### src/design/file_io_pkg.sv
// shared defs for the hex file port; one memory of MEM_DEPTH words, 4-bit file id, upper-case hex out
package file_io_pkg;

  // ************************************************************************
  // framing characters
  // ************************************************************************
  localparam logic [7:0] SOH_CHAR = 8'h01;  // start of header
  localparam logic [7:0] EOT_CHAR = 8'h03;  // closes the name field
  localparam logic [7:0] SOT_CHAR = 8'h02;  // start of text
  localparam logic [7:0] EOF_CHAR = 8'h04;  // end of file
  localparam logic [7:0] CR_CHAR  = 8'h0d;
  localparam logic [7:0] LF_CHAR  = 8'h0a;

  // memory geometry
  localparam int MEM_DEPTH = 16;
  localparam int ADDR_W    = 4;
  localparam int NIBBLES   = 8;                            // hex digits per word
  localparam int WORD_W    = 32;
  localparam int ROW_CHARS = NIBBLES + 2;                  // digits plus CR LF
  localparam int DUMP_LEN  = 4 + MEM_DEPTH * ROW_CHARS + 1;  // header, rows, EOF

  // register bus
  localparam int REG_ADDR_W = 2;
  localparam logic [REG_ADDR_W-1:0] CTRL_ADR = 2'd0;
  localparam logic [REG_ADDR_W-1:0] STAT_ADR = 2'd1;

  // ************************************************************************
  // bundles
  // ************************************************************************
  typedef struct packed {
    logic       valid;
    logic [7:0] data;
  } byte_beat_t;

  typedef struct packed {
    logic                  cyc;
    logic                  stb;
    logic                  we;
    logic [REG_ADDR_W-1:0] adr;
    logic [31:0]           dat;
  } wb_req_t;

  typedef struct packed {
    logic        ack;
    logic [31:0] dat;
  } wb_rsp_t;

  typedef struct packed {
    logic              en;
    logic [ADDR_W-1:0] addr;
    logic [WORD_W-1:0] data;
  } mem_wr_t;

  typedef struct packed {
    logic       load_go;  // one-cycle pulses
    logic       dump_go;
    logic [3:0] file_id;
  } xfer_cmd_t;

  typedef struct packed {
    logic loading;
    logic dumping;
    logic load_end;  // one-cycle pulses from the engines
    logic dump_end;
  } xfer_stat_t;

  // hex codec: bit 4 set means not a hex digit
  function automatic logic [4:0] hex_to_nibble(input logic [7:0] ch);
    logic [4:0] res;
    res = 5'b1_0000;
    if (ch >= "0" && ch <= "9") begin
      res = {1'b0, ch[3:0]};
    end else if ((ch >= "A" && ch <= "F") || (ch >= "a" && ch <= "f")) begin
      res = {1'b0, ch[3:0] + 4'h9};  // low nibble of 'A' is 1, so +9 gives 10
    end
    return res;
  endfunction

  function automatic logic [7:0] nibble_to_hex(input logic [3:0] nib);
    if (nib < 4'd10) begin
      return {4'h3, nib};
    end
    return {4'h0, nib} + 8'h37;  // upper case only
  endfunction

endpackage

### src/design/file_dumper.sv
// hex send engine; emits exactly DUMP_LEN bytes per dump, holds all state while tx_ready_i is low
`timescale 1ns/1ns

module file_dumper (
  input  logic                              clk_sys_i,
  input  logic                              rst_clk_i,
  input  logic                              dump_go_i,
  input  logic [3:0]                        file_id_i,
  input  logic                              tx_ready_i,
  input  logic [file_io_pkg::WORD_W-1:0]    rd_data_i,
  output file_io_pkg::byte_beat_t           tx_o,
  output logic [file_io_pkg::ADDR_W-1:0]    rd_addr_o,
  output logic                              dumping_o,
  output logic                              dump_end_o
);

  typedef enum logic [2:0] {
    ST_IDLE,
    ST_HEAD,   // SOH, name, EOT, SOT
    ST_FETCH,  // one dead cycle for the read port
    ST_ROW,    // digits then CR LF
    ST_TAIL    // EOF
  } state_t;

  state_t state;

  logic [$clog2(file_io_pkg::DUMP_LEN)-1:0]  cnt;      // bytes sent so far
  logic [$clog2(file_io_pkg::ROW_CHARS)-1:0] row_pos;  // char within row
  logic [file_io_pkg::ADDR_W-1:0]            addr_q;
  logic [3:0]                                file_id_q;
  logic [file_io_pkg::WORD_W-1:0]            row_sh;
  logic [7:0]                                tx_char;
  logic                                      tx_valid;
  logic                                      send;     // byte accepted this cycle
  logic                                      row_last;

  assign tx_valid = (state == ST_HEAD) | (state == ST_ROW) | (state == ST_TAIL);
  assign send     = tx_valid & tx_ready_i;
  assign row_last = row_pos == ($clog2(file_io_pkg::ROW_CHARS))'(file_io_pkg::ROW_CHARS - 1);

  // current digit sits at the top after the shift
  assign row_sh = rd_data_i << {row_pos, 2'b00};

  // ************************************************************************
  // character select
  // ************************************************************************
  always_comb begin
    tx_char = 8'h00;
    case (state)
      ST_HEAD: begin
        case (cnt[1:0])
          2'd0:    tx_char = file_io_pkg::SOH_CHAR;
          2'd1:    tx_char = file_io_pkg::nibble_to_hex(file_id_q);  // one-char name
          2'd2:    tx_char = file_io_pkg::EOT_CHAR;
          default: tx_char = file_io_pkg::SOT_CHAR;
        endcase
      end
      ST_ROW: begin
        if (row_pos < file_io_pkg::NIBBLES) begin
          tx_char = file_io_pkg::nibble_to_hex(row_sh[file_io_pkg::WORD_W-1 -: 4]);
        end else if (row_pos == file_io_pkg::NIBBLES) begin
          tx_char = file_io_pkg::CR_CHAR;
        end else begin
          tx_char = file_io_pkg::LF_CHAR;
        end
      end
      ST_TAIL: tx_char = file_io_pkg::EOF_CHAR;
      default: tx_char = 8'h00;
    endcase
  end

  assign tx_o.valid = tx_valid;
  assign tx_o.data  = tx_char;
  assign rd_addr_o  = addr_q;  // held for the whole row, read port keeps re-reading it
  assign dumping_o  = state != ST_IDLE;

  // ************************************************************************
  // sequencing, nothing moves without send
  // ************************************************************************
  always_ff @(posedge clk_sys_i) begin
    if (rst_clk_i) begin
      state      <= ST_IDLE;
      cnt        <= '0;
      row_pos    <= '0;
      addr_q     <= '0;
      dump_end_o <= 1'b0;
    end else begin
      dump_end_o <= 1'b0;
      if (send) cnt <= cnt + 1'b1;
      case (state)
        ST_IDLE: begin
          if (dump_go_i) begin
            state   <= ST_HEAD;
            cnt     <= '0;
            row_pos <= '0;
            addr_q  <= '0;
          end
        end
        ST_HEAD: begin
          if (send && cnt[1:0] == 2'd3) state <= ST_FETCH;
        end
        ST_FETCH: state <= ST_ROW;  // rd_data valid next cycle
        ST_ROW: begin
          if (send) begin
            if (row_last) begin
              row_pos <= '0;
              if (addr_q == file_io_pkg::ADDR_W'(file_io_pkg::MEM_DEPTH - 1)) begin
                state <= ST_TAIL;
              end else begin
                addr_q <= addr_q + 1'b1;
                state  <= ST_FETCH;
              end
            end else begin
              row_pos <= row_pos + 1'b1;
            end
          end
        end
        ST_TAIL: begin
          // EOF is always the last byte of the count
          if (send && cnt == ($clog2(file_io_pkg::DUMP_LEN))'(file_io_pkg::DUMP_LEN - 1)) begin
            state      <= ST_IDLE;
            dump_end_o <= 1'b1;
          end
        end
        default: state <= ST_IDLE;
      endcase
    end
  end

  // name char captured at start, later id writes do not disturb a dump
  always_ff @(posedge clk_sys_i) begin
    if (state == ST_IDLE && dump_go_i) begin
      file_id_q <= file_id_i;
    end
  end

endmodule

### src/design/file_io_regs.sv
// wishbone classic regs; single-beat accesses only, ack one cycle after stb, go ignored while busy
`timescale 1ns/1ns

module file_io_regs (
  input  logic                    clk_sys_i,
  input  logic                    rst_clk_i,
  input  file_io_pkg::wb_req_t    wb_req_i,
  input  file_io_pkg::xfer_stat_t stat_i,
  output file_io_pkg::wb_rsp_t    wb_rsp_o,
  output file_io_pkg::xfer_cmd_t  cmd_o
);

  logic        ack_q;
  logic [31:0] rd_dat_q;       // read data, valid with ack
  logic [31:0] rd_mux;
  logic [3:0]  file_id_q;
  logic        load_go_q;
  logic        dump_go_q;
  logic        load_end_q;     // sticky copies of the end pulses
  logic        dump_end_q;
  logic        hit;            // new access, first cycle of stb
  logic        ctrl_wr;
  logic        busy;
  logic        load_go;
  logic        dump_go;

  assign hit     = wb_req_i.cyc & wb_req_i.stb & ~ack_q;
  assign ctrl_wr = hit & wb_req_i.we & (wb_req_i.adr == file_io_pkg::CTRL_ADR);
  assign busy    = stat_i.loading | stat_i.dumping;

  // load wins if both bits are written together
  assign load_go = ctrl_wr & wb_req_i.dat[0] & ~busy;
  assign dump_go = ctrl_wr & wb_req_i.dat[1] & ~wb_req_i.dat[0] & ~busy;

  // read mux, go bits always read 0
  always_comb begin
    rd_mux = 32'h0;
    case (wb_req_i.adr)
      file_io_pkg::CTRL_ADR: rd_mux = {20'h0, file_id_q, 8'h0};
      file_io_pkg::STAT_ADR: rd_mux = {28'h0, dump_end_q, load_end_q,
                                       stat_i.dumping, stat_i.loading};
      default:               rd_mux = 32'h0;  // unused address
    endcase
  end

  // ************************************************************************
  // bus handshake and control state
  // ************************************************************************
  always_ff @(posedge clk_sys_i) begin
    if (rst_clk_i) begin
      ack_q      <= 1'b0;
      file_id_q  <= 4'h0;
      load_go_q  <= 1'b0;
      dump_go_q  <= 1'b0;
      load_end_q <= 1'b0;
      dump_end_q <= 1'b0;
    end else begin
      ack_q     <= hit;        // one ack per access
      load_go_q <= load_go;    // lands in the ack cycle
      dump_go_q <= dump_go;
      if (ctrl_wr) begin
        file_id_q <= wb_req_i.dat[11:8];  // updates even when go is refused
      end
      if (load_go | dump_go) begin
        load_end_q <= 1'b0;
        dump_end_q <= 1'b0;
      end else begin
        if (stat_i.load_end) load_end_q <= 1'b1;
        if (stat_i.dump_end) dump_end_q <= 1'b1;
      end
    end
  end

  always_ff @(posedge clk_sys_i) begin
    if (hit) begin
      rd_dat_q <= rd_mux;
    end
  end

  assign wb_rsp_o.ack  = ack_q;
  assign wb_rsp_o.dat  = rd_dat_q;
  assign cmd_o.load_go = load_go_q;
  assign cmd_o.dump_go = dump_go_q;
  assign cmd_o.file_id = file_id_q;

endmodule

### src/design/file_io_top.sv
// hex file port top; register bus on wishbone classic, byte streams in valid/ready style
`timescale 1ns/1ns

module file_io_top (
  input  logic                    clk_sys_i,
  input  logic                    rst_clk_i,
  input  file_io_pkg::wb_req_t    wb_req_i,
  output file_io_pkg::wb_rsp_t    wb_rsp_o,
  input  file_io_pkg::byte_beat_t rx_i,
  output logic                    rx_ready_o,
  output file_io_pkg::byte_beat_t tx_o,
  input  logic                    tx_ready_i
);

  file_io_pkg::xfer_cmd_t         cmd;
  file_io_pkg::xfer_stat_t        stat;     // each engine drives its half
  file_io_pkg::mem_wr_t           mem_wr;
  logic [file_io_pkg::ADDR_W-1:0] rd_addr;
  logic [file_io_pkg::WORD_W-1:0] rd_data;

  // register block
  file_io_regs u_regs (
    .clk_sys_i (clk_sys_i),
    .rst_clk_i (rst_clk_i),
    .wb_req_i  (wb_req_i),
    .stat_i    (stat),
    .wb_rsp_o  (wb_rsp_o),
    .cmd_o     (cmd)
  );

  // receive side
  file_loader u_loader (
    .clk_sys_i  (clk_sys_i),
    .rst_clk_i  (rst_clk_i),
    .load_go_i  (cmd.load_go),
    .rx_i       (rx_i),
    .rx_ready_o (rx_ready_o),
    .mem_wr_o   (mem_wr),
    .loading_o  (stat.loading),
    .load_end_o (stat.load_end)
  );

  // send side
  file_dumper u_dumper (
    .clk_sys_i  (clk_sys_i),
    .rst_clk_i  (rst_clk_i),
    .dump_go_i  (cmd.dump_go),
    .file_id_i  (cmd.file_id),
    .tx_ready_i (tx_ready_i),
    .rd_data_i  (rd_data),
    .tx_o       (tx_o),
    .rd_addr_o  (rd_addr),
    .dumping_o  (stat.dumping),
    .dump_end_o (stat.dump_end)
  );

  row_memory u_mem (
    .clk_sys_i (clk_sys_i),
    .wr_i      (mem_wr),
    .rd_addr_i (rd_addr),
    .rd_data_o (rd_data)
  );

endmodule

### src/design/file_loader.sv
// hex receive engine; drops bytes until SOT, ignores non-hex chars, stops after MEM_DEPTH words
`timescale 1ns/1ns

module file_loader (
  input  logic                    clk_sys_i,
  input  logic                    rst_clk_i,
  input  logic                    load_go_i,
  input  file_io_pkg::byte_beat_t rx_i,
  output logic                    rx_ready_o,
  output file_io_pkg::mem_wr_t    mem_wr_o,
  output logic                    loading_o,
  output logic                    load_end_o
);

  typedef enum logic [1:0] {
    ST_IDLE,
    ST_WAIT_SOT,  // drop everything until SOT
    ST_LOAD
  } state_t;

  state_t state;

  logic [$clog2(file_io_pkg::NIBBLES)-1:0] nib_cnt;  // digits of current word
  logic [file_io_pkg::ADDR_W-1:0]          addr_q;
  logic [file_io_pkg::WORD_W-1:0]          shift_q;  // partial word
  logic [4:0]                              dec;      // {invalid, nibble}
  logic                                    take;
  logic                                    is_sot;
  logic                                    hex_take;
  logic                                    last_dig;
  logic                                    last_row;

  // ready from the go cycle on, never stalls on its own
  assign rx_ready_o = (state != ST_IDLE) | load_go_i;
  assign take       = rx_i.valid & rx_ready_o;
  assign is_sot     = rx_i.data == file_io_pkg::SOT_CHAR;
  assign dec        = file_io_pkg::hex_to_nibble(rx_i.data);
  assign hex_take   = take & (state == ST_LOAD) & ~dec[4];  // CR LF fall out here too
  assign last_dig   = nib_cnt == ($clog2(file_io_pkg::NIBBLES))'(file_io_pkg::NIBBLES - 1);
  assign last_row   = addr_q == file_io_pkg::ADDR_W'(file_io_pkg::MEM_DEPTH - 1);

  // write goes out on the edge that takes the last digit
  assign mem_wr_o.en   = hex_take & last_dig;
  assign mem_wr_o.addr = addr_q;
  assign mem_wr_o.data = {shift_q[file_io_pkg::WORD_W-5:0], dec[3:0]};

  assign loading_o = state != ST_IDLE;

  // ************************************************************************
  // control
  // ************************************************************************
  always_ff @(posedge clk_sys_i) begin
    if (rst_clk_i) begin
      state      <= ST_IDLE;
      nib_cnt    <= '0;
      addr_q     <= '0;
      load_end_o <= 1'b0;
    end else begin
      load_end_o <= 1'b0;
      case (state)
        ST_IDLE: begin
          if (load_go_i) begin
            nib_cnt <= '0;
            addr_q  <= '0;
            // SOT may already sit on the stream in the go cycle
            state   <= (take && is_sot) ? ST_LOAD : ST_WAIT_SOT;
          end
        end
        ST_WAIT_SOT: begin
          if (take && is_sot) state <= ST_LOAD;
        end
        ST_LOAD: begin
          if (hex_take) begin
            if (last_dig) begin
              nib_cnt <= '0;
              if (last_row) begin
                state      <= ST_IDLE;
                addr_q     <= '0;
                load_end_o <= 1'b1;  // one cycle after the last write
              end else begin
                addr_q <= addr_q + 1'b1;
              end
            end else begin
              nib_cnt <= nib_cnt + 1'b1;
            end
          end
        end
        default: state <= ST_IDLE;
      endcase
    end
  end

  // msb first, oldest digit ends up on top
  always_ff @(posedge clk_sys_i) begin
    if (hex_take) begin
      shift_q <= {shift_q[file_io_pkg::WORD_W-5:0], dec[3:0]};
    end
  end

endmodule

### src/design/row_memory.sv
// word memory, one write port, registered read; contents undefined until first load
`timescale 1ns/1ns

module row_memory (
  input  logic                           clk_sys_i,
  input  file_io_pkg::mem_wr_t           wr_i,
  input  logic [file_io_pkg::ADDR_W-1:0] rd_addr_i,
  output logic [file_io_pkg::WORD_W-1:0] rd_data_o
);

  logic [file_io_pkg::WORD_W-1:0] mem [file_io_pkg::MEM_DEPTH];

  // write port
  always_ff @(posedge clk_sys_i) begin
    if (wr_i.en) begin
      mem[wr_i.addr] <= wr_i.data;
    end
  end

  // read port, one cycle latency
  always_ff @(posedge clk_sys_i) begin
    rd_data_o <= mem[rd_addr_i];  // old data on a same-address write
  end

endmodule

### config.mk
export PLATFORM = sky130hd
export DESIGN_NAME = file_io_top
export DESIGN_NICKNAME = d
export VERILOG_FILES = /design/src/design/file_io_pkg.sv /design/src/design/file_dumper.sv /design/src/design/file_io_regs.sv /design/src/design/file_io_top.sv /design/src/design/file_loader.sv /design/src/design/row_memory.sv
export SDC_FILE = /design/constraint.sdc
export NUM_CORES = 1
export LEC_CHECK = 0
export ABC_AREA = 1
export BUFFER_PORTS_ARGS = -buffer_cell sky130_fd_sc_hd__buf_2
export CELL_PAD_IN_SITES_DETAIL_PLACEMENT = 0
export CELL_PAD_IN_SITES_GLOBAL_PLACEMENT = 1
export CORE_ASPECT_RATIO = 1.5
export CORE_UTILIZATION = 40
export CTS_CLUSTER_DIAMETER = 100
export DETAILED_ROUTE_END_ITERATION = 12
export PLACE_DENSITY_LB_ADDON = 0.1
export SYNTH_ARGS = -nofsm -noshare
export SYNTH_HDL_FRONTEND = slang
export SYNTH_SLANG_ARGS = --single-unit
### constraint.sdc
create_clock -name clk_sys_i -period 9.2 [get_ports clk_sys_i]
set_input_delay 0.92 -clock clk_sys_i [delete_from_list [all_inputs] [get_ports clk_sys_i]]
set_output_delay 0.92 -clock clk_sys_i [all_outputs]
set_load 0.05 [all_outputs]
==> flow_summary.json <==
{
  "hpwlAfterDp_um": 31980,
  "cap_violations": 0,
  "r2r_start": "u_loader.state[1]",
  "viasPerCell": 5.431,
  "cp-end-kind": "output port",
  "outcome": "completed",
  "ir_drop_mv": 0.1736,
  "layout_commonest_cell": "edfxtp_1",
  "finClkSkew_ps": 25.84,
  "clk_latency_ps": 640,
  "wl_per_cell_um": 22.91,
  "start_util_pct": 40.61,
  "grt_max_degree": 109,
  "drive_gt1_share_pct": 10.40,
  "firstDrtPassIters": 5,
  "power.internal_uw": 4376,
  "placed_cells": 2672,
  "path_max_fanout": 17,
  "setup_viol": 0,
  "routed_wl_um": 63730,
  "cts.path.max_buffers": 3,
  "slew_headroom_pct": 16.47,
  "ys_types": 49,
  "die_area_um2": 63210,
  "hp-class": "register to register",
  "p_seq_share_pct": 55.2,
  "fp.dieW_um": 205.6,
  "nets": 2007,
  "final_cell_count_no_fill": 2782,
  "synth_cells": 1913,
  "antenna_cells": 0,
  "fp.coreArea_um2": 61250,
  "syn_area_um2": 24870,
  "finalHoldViolations": 0,
  "crit_start": "u_dumper.row_pos[0]",
  "p_leak_uw": 0.009016,
  "power_frac_comb_pct": 3.0,
  "worstMarginPinSlew_ps": 1253,
  "vias": 15110,
  "globalplace.congestion": 0.7749,
  "avgSynthCellArea_um2": 13.00,
  "period_share_pct": 48.75,
  "antenna_left": 0,
  "clkTransAtPathRegs_ps": 60,
  "cts_tree": "built",
  "p_sw_uw": 1176,
  "clockRootBuffer": "clkbuf_16",
  "fin_util_pct": 45.05,
  "layout_common_cells": "edfxtp_1 (552), nor2_1 (340), nand2_1 (189)",
  "yosysWarnings": 0,
  "drv_slew": 0,
  "crit_type": "register to output port",
  "row_count": 111,
  "worstHoldStart": "u_regs.file_id_q[1]",
  "period_needed_ps": 4485,
  "yosysSeqAreaShare_pct": 72.35,
  "tns_ps": 0,
  "grtUsageTotal_pct": 20.41,
  "grt_pass1_wl_um": 93480,
  "cp.required_ps": 8280,
  "htree_levels": 2,
  "synth_seq_cells": 623,
  "io_buffer_count": 40,
  "fp.dieH_um": 307.4,
  "drcViolationCount": 0,
  "ios": 92,
  "cts_resized": 0,
  "pwr-share-clk_pct": 41.8,
  "holdBufCountCts": 0,
  "numCtsBuffers": 58,
  "fmax_mhz": 223.0,
  "grt_overflow_total": 0,
  "grt_pass1_vias": 14760,
  "start_kind": "register",
  "rsz0062_at_grt": "false",
  "post_cts_buffers": 0,
  "r2r_slack_ps": 6020,
  "syn_to_final_growth_pct": 10.92,
  "clock-sinks": 623,
  "power_density_nw_per_um2": 201.2,
  "drt_iter0_drc": 1147,
  "worst_ep_arrival_time_ps": 3570,
  "antenna_found_initial": 0,
  "swShare_pct": 21.18
}
[flip-flops by register name (all words and copies together) (netlist names), 2 cells and up]
signal,flops
u_loader.nib_cnt,3
u_loader.shift_q,28
u_dumper.row_pos,4
u_dumper.file_id_q,4
u_dumper.cnt,8
u_loader.state,2
u_dumper.state,3
u_dumper.rd_addr_o,4
u_loader.addr_q,4
u_regs.file_id_q,4
u_regs.rd_dat_q,8
u_mem.rd_data_o,32
u_mem.mem,512
[path summary, 6_finish.rpt]
path | end | cells past startpoint
max | tx_o[4] | 10
min | u_dumper.file_id_q[1] | 0
max reg2reg | u_mem.mem[4][18] | 7
min reg2reg | u_dumper.file_id_q[1] | 0
[worst max-delay path, cell delays in order (launching register included)]
cell and delay (ps):
dfxtp_1 1000, inv_2 390, nand2_1 140, nand2_1 180
nand2_1 130, nand3_2 110, nand3_1 130, ha_1 200
a21oi_1 130, o21ai_1 190, buf_2 310
[area by class of cell]
class,count,area (um2)
Tap cell,791,989.7
Inverter,78,300.3
Fill cell,5520,33660
Sequential cell,623,18010
Clock buffer,90,1643
Timing Repair Buffer,72,440.4
Clock inverter,20,163.9
Multi-Input combinational cell,1108,6046
[metal layers]
metal	vias to the layer above	global-route usage (%)	routed length, um
met4	0	6.270	1724
met5	-	0	0
met1	7671	25.91	27080
met3	95	2.783	2619
li1	7012	-	-
met2	332	35.78	32300
[cell usage after synthesis, drive strengths merged]
cell	number	share of area [%]
nand3b	1	0.080
edfxtp	552	67
o21ai	153	3.1
clkbuf	55	0.83
dfxtp	71	5.7
nor3	15	0.34
nand4	7	0.18
a32oi	1	0.035
and3	1	0.025
nand2	197	3.1
a31oi	1	0.025
a211oi	3	0.091
clkinv	2	0.030
a311o	1	0.040
o32ai	75	2.6
nor3b	4	0.16
nor2	360	5.5
o22ai	3	0.075
ha	17	0.86
inv	76	1.2
conb	1	0.015
nand3	91	2.0
or2	2	0.050
xor2	3	0.11
o221ai	53	1.9
mux2i	53	2.1
a22oi	3	0.091
o211ai	14	0.42
a21oi	24	0.54
buf	73	2.2
o21a	1	0.030
[kinds of logic after synthesis]
logic type | count (synthesis) | share of synthesized area, %
adders and majority gates | 17 | 0.8551
muxes | 53 | 2.133
DFF | 623 | 72.35
buffers and inverters | 206 | 4.185
and+or+nand+nor | 678 | 11.41
other | 1 | 0.01508
xor gates and xnor gates | 3 | 0.1057
AOI/OAI and AO/OA | 332 | 8.939
[stage by stage]
step	instance area [um2]	total power [uW]	setup slack, ps	hold WS (ps)
detailed placement	25780	3296	5099	426.3
global placement	25780	3294	5127	424.7
floorplan	24960	3262	5529	408.2
finish	27590	5552	4715	440.3
global route	27590	5726	4471	462.2
CTS	27590	5608	4615	440.5
[power groups by stage]
stage               logic (uW)  clock network, uW  registers (uW)
finish                     168               2320            3060
global route               189               2470            3070
CTS                        171               2370            3060
detailed placement         170                  0            3130
global placement           169                  0            3120
floorplan                  136                  0            3130
Power figures use the tool's default switching activity.
